### src/verilog/armCtrlPkg.sv
package armCtrlPkg;

  // ==================
  // Encodings
  // ==================

  // Data-processing opcodes, instr[24:21]
  typedef enum logic [3:0] {
    aluAnd, aluEor, aluSub, aluRsb,
    aluAdd, aluAdc, aluSbc, aluRsc,
    aluTst, aluTeq, aluCmp, aluCmn,
    aluOrr, aluMov, aluBic, aluMvn
  } aluOpT;

  // Condition field, instr[31:28]
  typedef enum logic [3:0] {
    condEq, condNe, condCs, condCc,
    condMi, condPl, condVs, condVc,
    condHi, condLs, condGe, condLt,
    condGt, condLe, condAl, condNv
  } condT;

  typedef enum logic [2:0] {
    dataProc, multiply, loadStore, loadStoreHalf,
    branch, branchX, undefined
  } instrClassT;

  // ==================
  // Stage control words
  // ==================

  typedef struct packed {
    aluOpT      aluControl;
    logic       aluSrc;     // Immediate operand B
    logic       regWrite;
    logic       memWrite;
    logic       memtoReg;
    logic       branch;
    logic       bx;
    logic       flagWrite;  // S bit
    logic       pcSrc;      // Writes the PC
    logic       isByte;
    logic       isHalf;
    logic       undef;
    condT       cond;
  } decodeCtrlT;

  typedef struct packed {
    aluOpT      aluControl;
    logic       aluSrc;
    logic       branchTaken;
  } execCtrlT;

  typedef struct packed {
    logic       memWrite;
    logic       memtoReg;
    logic       regWrite;
    logic [3:0] byteMask;
  } memCtrlT;

  typedef struct packed {
    logic       regWrite;
    logic       memtoReg;
    logic       pcSrc;
    logic       loadByte;
    logic [1:0] byteOffset;
  } wbCtrlT;

  typedef struct packed {
    logic [3:0] nzcv;
    logic       undef;
  } statusT;

  localparam logic [3:0] maskWord     = 4'b1111;
  localparam logic [3:0] maskLowHalf  = 4'b0011;
  localparam logic [3:0] maskHighHalf = 4'b1100;
  localparam logic [6:0] undefVector  = 7'h04;   // Undefined instruction entry
  localparam logic [3:0] pcRegIndex   = 4'd15;

endpackage
### src/verilog/armController.sv
`timescale 1ns/1ps

module armController
  import armCtrlPkg::*;
(
  input  logic        clk,
  input  logic        arstN,
  input  logic [31:0] instrD,
  input  logic [3:0]  aluFlagsE,
  input  logic [1:0]  aluResultLowE,
  input  logic        stallE,
  input  logic        flushE,
  input  logic        stallM,
  input  logic        stallW,
  input  logic        flushW,
  output execCtrlT    ctrlE,
  output memCtrlT     ctrlM,
  output wbCtrlT      ctrlW,
  output statusT      statusW,
  output logic [6:0]  vectorW,
  output logic        pcWrPending
);

  // Pending status update of one instruction
  typedef struct packed {
    logic       setFlags;
    logic [3:0] flags;
    logic       undef;
  } flagUpdT;

  // Fields that ride from Execute to Writeback outside memCtrlT
  typedef struct packed {
    logic       pcSrc;
    logic       loadByte;
    logic [1:0] byteOffset;
    flagUpdT    upd;
  } sideT;

  decodeCtrlT decD;
  decodeCtrlT decE;
  statusT     curFlagsE;
  logic       condExE;
  logic       setFlagsE;
  logic [3:0] nextFlagsE;
  logic [3:0] laneMaskE;
  logic       memAccessE;
  memCtrlT    memE;
  sideT       sideE;
  sideT       sideM;
  wbCtrlT     wbM;
  flagUpdT    updW;

  // ==================
  // Decode
  // ==================

  instrDecoder decoder0 (.instr(instrD), .ctrl(decD));

  always_ff @(posedge clk or negedge arstN) begin
    if (!arstN) begin
      decE <= '0;
    end else if (!stallE) begin
      if (flushE)
        decE <= '0;                       // Bubble
      else
        decE <= decD;
    end
  end

  // ==================
  // Execute
  // ==================

  // Youngest older flag setter wins, M before W before the register
  always_comb begin
    curFlagsE = statusW;
    if (sideM.upd.setFlags)
      curFlagsE.nzcv = sideM.upd.flags;
    else if (updW.setFlags)
      curFlagsE.nzcv = updW.flags;
  end

  condUnit cond0 (
    .cond(decE.cond), .flagWrite(decE.flagWrite), .flags(curFlagsE),
    .aluFlags(aluFlagsE), .condEx(condExE), .nextFlags(nextFlagsE), .setFlags(setFlagsE)
  );

  laneMask lane0 (
    .isByte(decE.isByte), .isHalf(decE.isHalf), .addrLow(aluResultLowE), .byteMask(laneMaskE)
  );

  assign memAccessE = decE.memWrite | decE.memtoReg;

  always_comb begin
    ctrlE.aluControl     = decE.aluControl;
    ctrlE.aluSrc         = decE.aluSrc;
    ctrlE.branchTaken    = (decE.branch | decE.bx) & condExE;
    memE.memWrite        = decE.memWrite & condExE;
    memE.memtoReg        = decE.memtoReg;   // Harmless once regWrite is gated
    memE.regWrite        = decE.regWrite & condExE;
    memE.byteMask        = memAccessE ? laneMaskE : 4'b0000;
    sideE.pcSrc          = decE.pcSrc & condExE;
    sideE.loadByte       = decE.isByte & decE.memtoReg;
    sideE.byteOffset     = memAccessE ? aluResultLowE : 2'b00;
    sideE.upd.setFlags   = setFlagsE;
    sideE.upd.flags      = nextFlagsE;
    sideE.upd.undef      = decE.undef & condExE;  // Trap only if it would execute
  end

  // ==================
  // Memory
  // ==================

  always_ff @(posedge clk or negedge arstN) begin
    if (!arstN) begin
      ctrlM <= '0;
      sideM <= '0;
    end else if (!stallM) begin
      if (stallE) begin                   // E holds, so M takes a bubble
        ctrlM <= '0;
        sideM <= '0;
      end else begin
        ctrlM <= memE;
        sideM <= sideE;
      end
    end
  end

  always_comb begin
    wbM.regWrite   = ctrlM.regWrite;
    wbM.memtoReg   = ctrlM.memtoReg;
    wbM.pcSrc      = sideM.pcSrc;
    wbM.loadByte   = sideM.loadByte;
    wbM.byteOffset = sideM.byteOffset;
  end

  // ==================
  // Writeback
  // ==================

  always_ff @(posedge clk or negedge arstN) begin
    if (!arstN) begin
      ctrlW <= '0;
      updW  <= '0;
    end else if (!stallW) begin
      if (flushW || stallM) begin         // Flushed, or M not draining
        ctrlW <= '0;
        updW  <= '0;
      end else begin
        ctrlW <= wbM;
        updW  <= sideM.upd;
      end
    end
  end

  statusReg status0 (
    .clk(clk), .arstN(arstN), .enable(!stallW), .setFlags(updW.setFlags),
    .nextFlags(updW.flags), .undef(updW.undef), .status(statusW), .vector(vectorW)
  );

  // Fetch hint, D and E ungated, M already resolved
  assign pcWrPending = decD.pcSrc | decE.pcSrc | sideM.pcSrc;

endmodule

### src/verilog/statusReg.sv
`timescale 1ns/1ps

module statusReg
  import armCtrlPkg::*;
(
  input  logic       clk,
  input  logic       arstN,
  input  logic       enable,     // Writeback advancing
  input  logic       setFlags,
  input  logic [3:0] nextFlags,
  input  logic       undef,
  output statusT     status,
  output logic [6:0] vector
);

  always_ff @(posedge clk or negedge arstN) begin
    if (!arstN) begin
      status <= '0;
    end else if (enable) begin
      if (setFlags)
        status.nzcv <= nextFlags;
      status.undef <= undef;   // Marks the instruction just retired
    end
  end

  // Trap target while the marker is up
  assign vector = status.undef ? undefVector : 7'd0;

endmodule

### src/verilog/laneMask.sv
`timescale 1ns/1ps

module laneMask
  import armCtrlPkg::*;
(
  input  logic       isByte,
  input  logic       isHalf,
  input  logic [1:0] addrLow,   // Effective address bits 1:0
  output logic [3:0] byteMask
);

  // Little endian lanes, lane 0 is bits 7:0
  always_comb begin
    if (isByte) begin
      byteMask = 4'b0001 << addrLow;      // Single lane
    end else if (isHalf) begin
      // Bit 0 ignored, halves are aligned
      byteMask = addrLow[1] ? maskHighHalf : maskLowHalf;
    end else begin
      byteMask = maskWord;
    end
  end

endmodule

### src/verilog/condUnit.sv
`timescale 1ns/1ps

module condUnit
  import armCtrlPkg::*;
(
  input  condT       cond,
  input  logic       flagWrite,
  input  statusT     flags,      // Program-order flags seen by Execute
  input  logic [3:0] aluFlags,
  output logic       condEx,
  output logic [3:0] nextFlags,
  output logic       setFlags
);

  logic n;
  logic z;
  logic c;
  logic v;

  assign {n, z, c, v} = flags.nzcv;

  // ==================
  // Condition check
  // ==================

  always_comb begin
    case (cond)
      condEq: condEx = z;
      condNe: condEx = !z;
      condCs: condEx = c;
      condCc: condEx = !c;
      condMi: condEx = n;
      condPl: condEx = !n;
      condVs: condEx = v;
      condVc: condEx = !v;
      condHi: condEx = c && !z;
      condLs: condEx = !c || z;
      condGe: condEx = (n == v);
      condLt: condEx = (n != v);
      condGt: condEx = !z && (n == v);
      condLe: condEx = z || (n != v);
      condAl: condEx = 1'b1;
      default: condEx = 1'b0;   // NV never executes
    endcase
  end

  // A failed condition leaves the flags alone
  assign setFlags  = flagWrite & condEx;
  assign nextFlags = setFlags ? aluFlags : flags.nzcv;

endmodule

### src/verilog/instrDecoder.sv
`timescale 1ns/1ps

module instrDecoder
  import armCtrlPkg::*;
(
  input  logic [31:0] instr,
  output decodeCtrlT  ctrl
);

  instrClassT instrClass;
  logic       isMul;
  logic       isHalfSig;
  logic       isBx;
  logic [3:0] rd;

  // ==================
  // Classification
  // ==================

  assign isMul     = (instr[27:22] == 6'b000000) && (instr[7:4] == 4'b1001); // MUL, MLA
  assign isHalfSig = (instr[27:25] == 3'b000) && (instr[7:4] == 4'b1011);    // Unsigned half only
  assign isBx      = (instr[27:4] == 24'h12FFF1);

  // MUL keeps its destination in the Rn slot
  assign rd = isMul ? instr[19:16] : instr[15:12];

  always_comb begin
    instrClass = undefined;
    case (instr[27:25])
      3'b000: begin
        if (isBx)
          instrClass = branchX;
        else if (isMul)
          instrClass = multiply;
        else if (isHalfSig)
          instrClass = loadStoreHalf;
        else if (!instr[4])
          instrClass = dataProc;          // Register, immediate shift
      end
      3'b001: instrClass = dataProc;      // Rotated immediate
      3'b010: instrClass = loadStore;     // Immediate offset
      3'b011: begin
        if (!instr[4])
          instrClass = loadStore;         // Register offset, bit 4 set is media space
      end
      3'b101: instrClass = branch;
      default: instrClass = undefined;    // LDM/STM, coprocessor, SWI
    endcase
  end

  // ==================
  // Control fields
  // ==================

  always_comb begin
    ctrl            = '0;
    ctrl.cond       = condT'(instr[31:28]);
    ctrl.aluControl = aluAdd;             // Address and branch target math
    case (instrClass)
      dataProc: begin
        ctrl.aluControl = aluOpT'(instr[24:21]);
        ctrl.aluSrc     = instr[25];
        ctrl.regWrite   = (instr[24:23] != 2'b10); // TST TEQ CMP CMN
        ctrl.flagWrite  = instr[20];
      end
      multiply: begin
        ctrl.regWrite  = 1'b1;
        ctrl.flagWrite = instr[20];
      end
      loadStore, loadStoreHalf: begin
        ctrl.aluControl = instr[23] ? aluAdd : aluSub;  // U bit
        // I bit has opposite sense in the two forms
        ctrl.aluSrc     = (instrClass == loadStore) ? !instr[25] : instr[22];
        ctrl.regWrite   = instr[20];
        ctrl.memtoReg   = instr[20];
        ctrl.memWrite   = !instr[20];
        ctrl.isByte     = (instrClass == loadStore) && instr[22];
        ctrl.isHalf     = (instrClass == loadStoreHalf);
      end
      branch: begin
        ctrl.aluSrc = 1'b1;               // imm24 offset
        ctrl.branch = 1'b1;
      end
      branchX: ctrl.bx = 1'b1;
      default: ctrl.undef = 1'b1;         // Every write stays off
    endcase
    ctrl.pcSrc = ctrl.branch | ctrl.bx | (ctrl.regWrite && (rd == pcRegIndex));
  end

endmodule

### config.mk
export PLATFORM = sky130hd
export DESIGN_NAME = armController
export DESIGN_NICKNAME = d
export VERILOG_FILES = /design/src/verilog/armCtrlPkg.sv /design/src/verilog/armController.sv /design/src/verilog/statusReg.sv /design/src/verilog/laneMask.sv /design/src/verilog/condUnit.sv /design/src/verilog/instrDecoder.sv
export SDC_FILE = /design/constraint.sdc
export NUM_CORES = 1
export LEC_CHECK = 0
export ABC_AREA = 0
export BUFFER_PORTS_ARGS = -buffer_cell sky130_fd_sc_hd__buf_2
export CAP_MARGIN = 10
export CORE_UTILIZATION = 53
export DETAILED_ROUTE_END_ITERATION = 12
export PLACE_DENSITY = 0.89
export RECOVER_POWER = 25
export SLEW_MARGIN = 20
export SYNTH_ARGS = -nofsm -noshare
export SYNTH_HDL_FRONTEND = slang
export SYNTH_SLANG_ARGS = --single-unit
### constraint.sdc
create_clock -name clk -period 3.06 [get_ports clk]
set_clock_uncertainty 0.15 [all_clocks]
set_input_delay 0.306 -clock clk [delete_from_list [all_inputs] [get_ports clk]]
set_output_delay 0.306 -clock clk [all_outputs]
set_load 0.005 [all_outputs]
==> impl_summary.txt, run 1 <==
----------------------------------------------------
[Run status]
  Status ... finished, final reports clean

[Clock tree]
  Buffer levels on the longest clock path ... 2
  Clock network latency to the later pin of the worst-skew pair ... 0.31 ns
  H-tree depth ... 2
  TritonCTS clock tree ... yes
  Total number of clock tree sinks ... 53
  Clock buffers created by TritonCTS ... 5
  Clock-pin slew on the worst setup and hold paths ... 0.10 ns
  Clock Root Buffer ... sky130_fd_sc_hd__clkbuf_8

[GRT]
  Pin count of the biggest net entering global routing ... 54
  Initial antenna violation count ... 0
  Number of global-route vias before repair ... 2349
  Overflow after GRT ... 0
  Total routing usage reported by global routing ... 22.8%
  Global-route wire length before repair ... 10800 um

[Layout]
  Commonest non-fill, non-tap cell in the layout ... sky130_fd_sc_hd__buf_2
  Layout Utilization ... 64.6%
  Relative area change from synthesis to final layout ... 14.3%
  Most frequent cells in the layout ... sky130_fd_sc_hd__buf_2 (64), sky130_fd_sc_hd__dfrtp_1 (48), sky130_fd_sc_hd__nand2_1 (36), sky130_fd_sc_hd__a22o_1 (22), sky130_fd_sc_hd__nor2_1 (15)
  N_diodes ... 0
  Total number of nets in the final design ... 409
  Share of post-route cells with drive strength above 1 ... 29.3%

[Floorplanning]
  Starting density of the core ... 56.6%
  Die Ht ... 77.0 um
  Standard cell core area ... 5270 um2
  Chip width ... 77.0 um
  Die outline area ... 5930 um2
  Std cell rows ... 26
  Number of I/O pins ... 77

[Placement]
  Weighted congestion reported at the end of routability-driven placement ... 0.891
  Port Buffers ... 66
  Detail Placement HPWL ... 4780 um

[Worst setup path]
  Critical path start-end classification ... reg -> out
  Kind of capture point of the worst setup path ... output port
  Slowest cell delay on critical path ... 0.48 ns
  Worst Path Arrival ... 2.54 ns
  Max stage delay cell, worst path ... sky130_fd_sc_hd__a2111o_1
  Max Fanout on Critical Path ... 8
  Worst path bufs/invs ... 1
  Worst-path cell chain ... xnor2_1 -> a222oi_1 -> o21ai_1 -> a2111o_1 -> or2_4 -> o21a_1 -> buf_2
  Required time of the worst setup path ... 2.60 ns
  Type of element launching the critical path ... flop
  Gate family responsible for the most delay along the worst path ... compound AO/OA/AOI/OAI gates

[STA]
  Final sum of negative setup slack ... 0 ns
  Relative max-transition margin ... 15.5%
  Achievable frequency ... 333 MHz
  Least-Margin Pin Slew ... 1.27 ns
  Final Hold Vio Count ... 0
  Final setup violating endpoints ... 0
  Slew Limit Fails ... 0
  Min cycle time layout ... 3.00 ns
  Portion of the clock cycle consumed by the worst path in the final layout ... 98.0%

[Hold path]
  Class of the most critical hold timing path ... in -> reg

[Route]
  Vias after detailed routing ... 2634
  First-pass iteration count of the detailed router ... 5
  DRC errors left ... 0
  Post-detailed-route count of antenna-violating nets ... 0
  Number of DRC markers after the initial detailed-route iteration ... 251
  Vias per cell ... 6.06
  Total wirelength of the detailed-routed design ... 6680 um
  Post-DR wirelength/cell ... 15.4 um

[Yosys]
  Share of synthesized area occupied by flip-flops and latches ... 44.5%
  Synth unique cells ... 60
  Yosys top cell by area ... sky130_fd_sc_hd__dfrtp_1
  Mean instance size in the synthesized netlist ... 9.91 um2
  Share of synthesized registers carrying an async set or reset ... 100%
  Area of the mapped netlist ... 2980 um2
  Number of warnings issued by yosys ... 0
  Most common flop cell mapped by yosys ... sky130_fd_sc_hd__dfrtp_1
  Number of enable flip-flop cells after synthesis ... 0
  Area share of the largest cell type after synthesis ... 44.5%
  Dominant cells by area after synthesis ... sky130_fd_sc_hd__dfrtp_1 (44%), sky130_fd_sc_hd__a22o_1 (6.5%), sky130_fd_sc_hd__nand2_1 (4.5%)
  Yosys reg bits ... 53
  Post-Synthesis Cells ... 301

[Power]
  Leak ... 1.62 nW
  Pwr Density ... 389 nW/um2
  Worst supply voltage drop on vdd ... 0.204 mV

[Flow run]
  Max-cap violations ... 0

----------------------------------------------------
==> per-layer routing <==
layer | wire length (um) | track usage, % | share of wire (%)
met1 | 2940 | 28.6 | 44
met2 | 3280 | 39.9 | 49
met3 | 369 | 4.05 | 5.5
met4 | 87 | 6.60 | 1.3
met5 | 0 | 0 | 0
==> synthesized netlist by cell type, drive strengths merged, types with 2 or more instances <==
| library cell | number |
|---|---|
| a22oi | 2 |
| nor2 | 15 |
| a22o | 23 |
| mux2 | 6 |
| nand2 | 36 |
| a221o | 3 |
| nor3b | 3 |
| nor4b | 3 |
| o31ai | 4 |
| buf | 20 |
| nand4 | 3 |
| o211ai | 7 |
| or2 | 3 |
| o2111ai | 4 |
| a31oi | 4 |
| o41ai | 3 |
| xnor2 | 4 |
| nand4b | 2 |
| clkbuf | 7 |
| a21oi | 7 |
| nor3 | 10 |
| dfrtp | 53 |
| nand3 | 5 |
| a2111oi | 2 |
| a32o | 5 |
| o21ai | 12 |
| nor2b | 3 |
| or3 | 2 |
| nor4 | 4 |
| o21a | 4 |
| mux2i | 4 |
| nand2b | 7 |
| inv | 10 |
| and2 | 2 |
| nand3b | 3 |
==> cell type report <==
cell class	instances	area, um2
clock buffer	5	68.8
inverter	10	37.5
tap	70	87.6
multi-input combinational	214	1420
clock inverter	3	21.3
sequential	53	1330
fill	441	1860
timing repair buffer	80	437
==> power by group <==
| part | total [mW] | switching, mW | internal (mW) | leakage (nW) |
|---|---|---|---|---|
| combinational | 0.177 | 0.103 | 0.0746 | 0.853 |
| sequential | 0.746 | 0.0247 | 0.721 | 0.720 |
| clock | 0.401 | 0.238 | 0.163 | 0.0445 |
==> state kept, by name (all words and copies together), names as in the netlist <==
name	flops
decE	14
sideM	10
ctrlM	7
ctrlW	6
updW	6
ctrlE	5
status0.status	5
==> tightest hold or removal path: stages <==
cell                      delay (ns)
sky130_fd_sc_hd__buf_2          0.08
sky130_fd_sc_hd__nand2_1        0.04
sky130_fd_sc_hd__o21ai_0        0.06
==> worst paths after layout <==
kind                                 start  endpoint  slack [ns]  cells past startpoint
worst min register to register    sideM[8]  sideM[8]        0.34                      2
min in group asynchronous            arstN  ctrlM[3]        0.64                      2
worst min-delay path            instrD[30]   decE[2]        0.05                      3
worst max-delay path               updW[4]  ctrlE[0]        0.06                      7
worst max register to register     updW[4]  sideM[4]        0.46                      7
max in group asynchronous            arstN  sideM[1]        1.27                      2
==> per-stage QoR <==
step | hold slack, ns | instance area [um2] | setup slack, ns | cells | power, mW
2_1_floorplan | -0.140 | 3000 | 0.554 | 306 | 0.867
3_5_place_dp | 0.319 | 3220 | 0.247 | 417 | 0.929
3_3_place_gp | 0.313 | 3220 | 0.264 | 417 | 0.923
5_1_grt | 0.0492 | 3410 | -0.0503 | 435 | 1.38
6_report | 0.0524 | 3410 | 0.0600 | 435 | 1.32
4_1_cts | 0.0457 | 3320 | 0.0609 | 426 | 1.33
==> repair_timing <==
| action | in CTS | in global routing |
|---|---|---|
| endpoints found under the hold margin | 0 | 53 |
| endpoints found under the setup margin | 1 | 1 |
| pin swaps | 1 | 2 |
| hold buffers | 0 | 1 |
| gates resized for setup | 2 | 7 |
| buffers inserted | 1 | 8 |
==> kinds of logic after synthesis <==
group	after synthesis	synth area share, %
flip-flops	53	44.5
AO/OA/AOI/OAI	92	24.4
other	1	0.126
AND/OR/NAND/NOR	102	17.3
multiplexers	10	3.61
buffers and inverters	39	8.94
XOR/XNOR	4	1.17
(Power assumes the default switching activity.)
==> inputs of run 2 (changes only) <==
- BUFFER_PORTS_ARGS: -buffer_cell sky130_fd_sc_hd__buf_2 -> -buffer_cell sky130_fd_sc_hd__buf_4
==> run 2 against run 1 <==
Against the previous run: power up 3.5%; worst setup slack worse by 0.022 ns; final cell count down 0.46%; critical endpoint unchanged.
==> impl_summary.txt, run 2 (synthesis gave the netlist of run 1 again) <==
----------------------------------------------------
[Worst setup path]
  Critical Path Start ... updW[5] (was updW[4])
  Critical register-to-register path startpoint ... updW[5] (was updW[4])
  Critical path start-end classification ... reg -> out (unchanged)
  Required time of the worst setup path ... 2.60 ns (about the same)
  Reg2Reg Setup Slack ... 0.37 ns (was 0.46 ns)
  Worst Path Arrival ... 2.57 ns (was 2.54 ns)
  Kind of capture point of the worst setup path ... output port (unchanged)
  Max Fanout on Critical Path ... 7 (was 8)
  Type of element launching the critical path ... flop (unchanged)

[Floorplanning]
  Die outline area ... 5930 um2 (unchanged)
  Starting density of the core ... 56.6% (unchanged)
  Chip width ... 77.0 um (unchanged)
  Number of I/O pins ... 77 (unchanged)
  Standard cell core area ... 5270 um2 (unchanged)
  Die Ht ... 77.0 um (unchanged)
  Std cell rows ... 26 (unchanged)

[Layout]
  N_diodes ... 0 (unchanged)
  Relative area change from synthesis to final layout ... 18.6% (was 14.3%)
  Register bank with the most flops ... decE (unchanged)
  Filler Cell Count ... 434 (was 441)
  Most frequent cells in the layout ... sky130_fd_sc_hd__buf_4 (72), sky130_fd_sc_hd__dfrtp_1 (50), sky130_fd_sc_hd__nand2_1 (36), sky130_fd_sc_hd__a22o_1 (22), sky130_fd_sc_hd__nor2_1 (15) (was sky130_fd_sc_hd__buf_2 (64), sky130_fd_sc_hd__dfrtp_1 (48), sky130_fd_sc_hd__nand2_1 (36), sky130_fd_sc_hd__a22o_1 (22), sky130_fd_sc_hd__nor2_1 (15))
  Share of post-route cells with drive strength above 1 ... 27.3% (was 29.3%)
  Max FFs per register ... 14 (unchanged)
  Commonest non-fill, non-tap cell in the layout ... sky130_fd_sc_hd__buf_4 (was sky130_fd_sc_hd__buf_2)
  Layout Utilization ... 67.1% (was 64.6%)
  Largest registers ... decE x14, sideM x10, ctrlM x7 (unchanged)
  Total number of nets in the final design ... 407 (was 409)

[GRT]
  Overflow after GRT ... 0 (unchanged)
  Global-route wire length before repair ... 11300 um (was 10800 um)
  Number of global-route vias before repair ... 2473 (was 2349)
  Initial antenna violation count ... 0 (unchanged)
  Total routing usage reported by global routing ... 24.0% (was 22.8%)
  Pin count of the biggest net entering global routing ... 54 (unchanged)

[Placement]
  Setup slack after placement ... 0.227 ns (was 0.247 ns)
  Port Buffers ... 66 (unchanged)
  Detail Placement HPWL ... 5020 um (was 4780 um)
  Weighted congestion reported at the end of routability-driven placement ... 0.884 (was 0.891)

[STA]
  Min cycle time layout ... 3.02 ns (was 3.00 ns)
  Final Hold Vio Count ... 0 (unchanged)
  Final setup violating endpoints ... 0 (unchanged)
  Achievable frequency ... 331 MHz (was 333 MHz)
  Least-Margin Pin Slew ... 1.27 ns (about the same)
  Portion of the clock cycle consumed by the worst path in the final layout ... 98.8% (was 98.0%)
  Relative max-transition margin ... 15.2% (was 15.5%)
  Worst Slack Setup Final ... 0.0376 ns (was 0.0600 ns)
  Final sum of negative setup slack ... 0 ns (unchanged)
  Slew Limit Fails ... 0 (unchanged)

[Clock tree]
  Clock Root Buffer ... sky130_fd_sc_hd__clkbuf_8 (unchanged)
  Clock-pin slew on the worst setup and hold paths ... 0.10 ns (about the same)
  H-tree depth ... 2 (unchanged)
  Clock buffers created by TritonCTS ... 5 (unchanged)
  Buffer levels on the longest clock path ... 2 (unchanged)
  TritonCTS clock tree ... yes (unchanged)
  Clock network latency to the later pin of the worst-skew pair ... 0.31 ns (about the same)
  Total number of clock tree sinks ... 53 (unchanged)

[Power]
  Internal power ... 989 uW (was 959 uW)
  Switching share of power ... 27.8% (was 27.6%)
  Reported net switching power ... 381 uW (was 366 uW)
  Part of the total power dissipated in combinational logic ... 14.7% (was 13.4%)
  Worst supply voltage drop on vdd ... 0.220 mV (was 0.204 mV)
  Pwr Density ... 387 nW/um2 (was 389 nW/um2)
  Leak ... 1.64 nW (was 1.62 nW)
  Part of the total power dissipated in sequential elements ... 54.5% (was 56.3%)
  Proportion of power drawn by the clock network ... 30.8% (was 30.3%)

[Route]
  Post-detailed-route count of antenna-violating nets ... 0 (unchanged)
  First-pass iteration count of the detailed router ... 5 (unchanged)
  Vias per cell ... 6.13 (was 6.06)
  Total wirelength of the detailed-routed design ... 6990 um (was 6680 um)
  Post-DR wirelength/cell ... 16.1 um (was 15.4 um)
  DRC errors left ... 0 (unchanged)
  Number of DRC markers after the initial detailed-route iteration ... 172 (was 251)
  Vias after detailed routing ... 2655 (was 2634)

[Run status]
  Status ... finished, final reports clean (unchanged)

[Hold path]
  Class of the most critical hold timing path ... in -> reg (unchanged)
  Startpoint of the lowest-slack hold path ... instrD[30] (unchanged)

[Flow run]
  Max-cap violations ... 0 (unchanged)

----------------------------------------------------
-- run 2: changes by cell type in the layout (fill, tap and decap cells not counted), sizes merged --
cell,before,now
buf,77,72
clkbuf,7,10
inv,11,12
clkinvlp,1,0
-- run 2: cell type report --
cell class / instances / area, um2 / share of cell area, %
Clock buffer: 5 / 68.8 / 1.95
Clock inverter: 3 / 28.8 / 0.814
Inverter: 10 / 37.5 / 1.06
Multi-Input combinational cell: 214 / 1410 / 39.9
Sequential cell: 53 / 1330 / 37.6
Tap cell: 70 / 87.6 / 2.48
Timing Repair Buffer: 78 / 572 / 16.2
-- run 2: path summary, 6_finish.rpt --
kind                       endpoint  cells after the start
setup / recovery           ctrlE[0]                      7
hold / removal              decE[2]                      3
setup reg to reg           sideM[1]                      7
hold reg to reg            sideM[8]                      2
max in group asynchronous   updW[4]                      2
min in group asynchronous  ctrlW[1]                      2
-- run 2: stage by stage --
| stage | hold WS, ns | instance area (um2) | instances | power, mW |
|---|---|---|---|---|
| 6_report | 0.0476 | 3540 | 433 | 1.37 |
| 3_3_place_gp | 0.214 | 3390 | 418 | 0.945 |
| 4_1_cts | 0.0418 | 3510 | 428 | 1.38 |
| 2_1_floorplan | -0.140 | 3000 | 306 | 0.867 |
| 3_5_place_dp | 0.228 | 3390 | 418 | 0.953 |
| 5_1_grt | 0.0489 | 3540 | 433 | 1.42 |
-- run 2: critical path, cell delays in order, from the launching register on --
cell and delay [ns]:
sky130_fd_sc_hd__dfrtp_2 0.47, sky130_fd_sc_hd__nor2b_1 0.15, sky130_fd_sc_hd__a222oi_1 0.45, sky130_fd_sc_hd__o21ai_1 0.14
sky130_fd_sc_hd__a2111o_1 0.50, sky130_fd_sc_hd__or2_4 0.30, sky130_fd_sc_hd__o21a_1 0.11, sky130_fd_sc_hd__buf_4 0.14
-- run 2: timing repair --
action	in CTS	in global routing
setup buffers	1	5
resized for setup	2	3
pin swaps	1	4
endpoints found under the hold margin	53	0
endpoints found under the setup margin	1	1
hold buffers	1	0
-- run 2: metal layers --
layer  track usage (%)  vias up  part of all wire (%)
li1                  -     1234                     -
met1              30.2     1264                    40
met2              41.3      132                    51
met3              3.57       25                   6.9
met4              10.0        0                   2.3
met5                 0        -                     0
-- run 2: power groups by stage --
stage | Clock, mW | Combinational [mW] | Sequential [mW]
after floorplan | 0 | 0.118 | 0.749
after global placement | 0 | 0.186 | 0.759
after detailed placement | 0 | 0.193 | 0.760
after CTS | 0.432 | 0.197 | 0.746
after global routing | 0.449 | 0.222 | 0.750
final | 0.421 | 0.202 | 0.747
==> inputs of run 3 (changes only) <==
- CORE_ASPECT_RATIO: not set -> 1.1
==> run 3 against run 2 <==
Against the previous run: final cell count rose by 0.92%; clock-buffer cell count did not move; largest power group unchanged; maximum frequency rose by 0.24%; critical path type unchanged.
==> impl_summary.txt, run 3 (synthesis gave the netlist of run 1 again) <==
----------------------------------------------------
[Route]
  Post-DR wirelength/cell ... 15.3 um (was 16.1 um)
  Number of DRC markers after the initial detailed-route iteration ... 181 (was 172)
  Post-detailed-route count of antenna-violating nets ... 0 (unchanged)
  Total wirelength of the detailed-routed design ... 6700 um (was 6990 um)
  DRC errors left ... 0 (unchanged)
  Vias after detailed routing ... 2564 (was 2655)
  Vias per cell ... 5.87 (was 6.13)
  First-pass iteration count of the detailed router ... 4 (was 5)

[Layout]
  Share of post-route cells with drive strength above 1 ... 26.8% (was 27.3%)
  Total number of nets in the final design ... 406 (was 407)
  Relative area change from synthesis to final layout ... 19.1% (was 18.6%)
  Largest registers ... decE x14, sideM x10, ctrlM x7 (unchanged)
  Number of cells in the finished layout apart from fillers ... 437 (was 433)
  N_diodes ... 0 (unchanged)
  Commonest non-fill, non-tap cell in the layout ... sky130_fd_sc_hd__buf_4 (unchanged)
  Max FFs per register ... 14 (unchanged)
  Register bank with the most flops ... decE (unchanged)
  Most frequent cells in the layout ... sky130_fd_sc_hd__buf_4 (72), sky130_fd_sc_hd__dfrtp_1 (51), sky130_fd_sc_hd__nand2_1 (36), sky130_fd_sc_hd__a22o_1 (22), sky130_fd_sc_hd__nor2_1 (15) (was sky130_fd_sc_hd__buf_4 (72), sky130_fd_sc_hd__dfrtp_1 (50), sky130_fd_sc_hd__nand2_1 (36), sky130_fd_sc_hd__a22o_1 (22), sky130_fd_sc_hd__nor2_1 (15))
  Filler Cell Count ... 461 (was 434)

[Worst setup path]
  Capture point of the worst reg-to-reg path ... sideM[5] (was sideM[1])
  Kind of capture point of the worst setup path ... output port (unchanged)
  Critical path start-end classification ... reg -> out (unchanged)
  Reg2reg path depth ... 9 (was 7)
  Endpoint of the worst setup timing path ... ctrlE[0] (unchanged)
  Worst Path Arrival ... 2.56 ns (was 2.57 ns)
  Max Fanout on Critical Path ... 6 (was 7)
  Required time of the worst setup path ... 2.60 ns (about the same)
  Critical Path Start ... updW[4] (was updW[5])
  Reg2Reg Setup Slack ... 0.39 ns (was 0.37 ns)
  Critical register-to-register path startpoint ... updW[4] (was updW[5])
  Type of element launching the critical path ... flop (unchanged)

[Power]
  Proportion of power drawn by the clock network ... 30.4% (was 30.8%)
  Internal power ... 984 uW (was 989 uW)
  Worst supply voltage drop on vdd ... 0.242 mV (was 0.220 mV)
  Leak ... 1.63 nW (was 1.64 nW)
  Part of the total power dissipated in sequential elements ... 55.2% (was 54.5%)
  Pwr Density ... 381 nW/um2 (was 387 nW/um2)
  Part of the total power dissipated in combinational logic ... 14.4% (was 14.7%)
  Reported net switching power ... 369 uW (was 381 uW)
  Switching share of power ... 27.3% (was 27.8%)

[Floorplanning]
  Chip width ... 73.5 um (was 77.0 um)
  Die outline area ... 5930 um2 (about the same)
  Die Ht ... 80.7 um (was 77.0 um)
  Std cell rows ... 28 (was 26)
  Number of I/O pins ... 77 (unchanged)
  Standard cell core area ... 5400 um2 (was 5270 um2)
  Starting density of the core ... 55.3% (was 56.6%)

[STA]
  Least-Margin Pin Slew ... 1.24 ns (was 1.27 ns)
  Achievable frequency ... 332 MHz (was 331 MHz)
  Relative max-transition margin ... 17.1% (was 15.2%)
  Portion of the clock cycle consumed by the worst path in the final layout ... 98.5% (was 98.8%)
  Final Hold Vio Count ... 0 (unchanged)
  Worst hold margin ... 0.0546 ns (was 0.0476 ns)
  Final setup violating endpoints ... 0 (unchanged)
  Setup repair after global routing missed its margin ... yes
  Slew Limit Fails ... 0 (unchanged)
  Worst Slack Setup Final ... 0.0448 ns (was 0.0376 ns)
  Min cycle time layout ... 3.02 ns (about the same)

[Placement]
  Weighted congestion reported at the end of routability-driven placement ... 0.946 (was 0.884)
  Port Buffers ... 66 (unchanged)
  Setup slack after placement ... 0.353 ns (was 0.227 ns)
  Total instance count after detailed placement ... 423 (was 418)
  Detail Placement HPWL ... 4930 um (was 5020 um)

[Clock tree]
  Total number of clock tree sinks ... 53 (unchanged)
  Clock buffers created by TritonCTS ... 5 (unchanged)
  H-tree depth ... 2 (unchanged)
  Clock Root Buffer ... sky130_fd_sc_hd__clkbuf_8 (unchanged)
  Clock network latency to the later pin of the worst-skew pair ... 0.30 ns (was 0.31 ns)
  Buffer levels on the longest clock path ... 2 (unchanged)
  Clock-pin slew on the worst setup and hold paths ... 0.10 ns (about the same)
  TritonCTS clock tree ... yes (unchanged)

[GRT]
  Overflow after GRT ... 0 (unchanged)
  Number of global-route vias before repair ... 2436 (was 2473)
  Global-route wire length before repair ... 10800 um (was 11300 um)
  Total routing usage reported by global routing ... 23.6% (was 24.0%)
  Pin count of the biggest net entering global routing ... 54 (unchanged)
  Initial antenna violation count ... 0 (unchanged)

[Run status]
  Status ... finished, final reports clean (unchanged)

[Hold path]
  Class of the most critical hold timing path ... in -> reg (unchanged)

[Flow run]
  Max-cap violations ... 0 (unchanged)

----------------------------------------------------
[run 3: area by class of cell]
type,instances,area [um2],area share [%]
Clock inverter,3,33.8,0.952
Timing Repair Buffer,77,567,16.0
Inverter,10,37.5,1.06
Multi-Input combinational cell,214,1420,40.0
Sequential cell,53,1330,37.4
Clock buffer,5,68.8,1.94
Tap cell,75,93.8,2.64
[run 3: stage by stage]
step                total power [mW]  area [um2]  util, %  setup TNS, ns
floorplan                      0.867        3000        -              0
global placement               0.945        3400     63.0              0
detailed placement             0.951        3400     63.0              0
CTS                             1.37        3520     65.2              0
global route                    1.42        3550     65.8        -0.0343
finish                          1.35        3550     65.8              0
[run 3: what timing repair did]
action,in CTS,in global routing
setup buffers,0,5
setup endpoints to repair,1,1
pin swaps,0,4
gates cloned,0,0
hold endpoints to repair,53,0
gates resized for setup,1,4
hold buffers,1,0
[run 3: power by group through the flow]
stage	Combinational (mW)	Sequential, mW	Clock [mW]
floorplan	0.118	0.749	0
global placement	0.187	0.759	0
detailed placement	0.192	0.759	0
CTS	0.196	0.745	0.424
global route	0.216	0.750	0.453
finish	0.195	0.746	0.411
[run 3: worst min path at each step]
stage	start	end	slack (ns)	cells after the start
finish	instrD[29]	decE[1]	0.05	3
global route	instrD[30]	decE[2]	0.05	3
CTS	instrD[29]	decE[1]	0.04	3
detailed placement	arstN	ctrlW[2]	0.22	1
global placement	arstN	ctrlW[4]	0.22	1
floorplan	arstN	ctrlE[1]	-0.14	0
[run 3: metal layers]
metal	share of wire [%]	track usage (%)	up-vias
met3	4.8	3.26	10
met4	1.5	9.23	0
met5	0	0	-
met2	51	41.5	93
met1	42	28.9	1224
li1	-	-	1237
[run 3: critical path, stage by stage, from the launching register on]
cell                       delay (ns)
sky130_fd_sc_hd__dfrtp_1         0.45
sky130_fd_sc_hd__xnor2_1         0.21
sky130_fd_sc_hd__a222oi_1        0.16
sky130_fd_sc_hd__buf_4           0.17
sky130_fd_sc_hd__buf_4           0.12
sky130_fd_sc_hd__o211a_1         0.19
sky130_fd_sc_hd__a2111o_1        0.41
sky130_fd_sc_hd__or2_1           0.27
sky130_fd_sc_hd__o21a_1          0.12
sky130_fd_sc_hd__buf_4           0.13
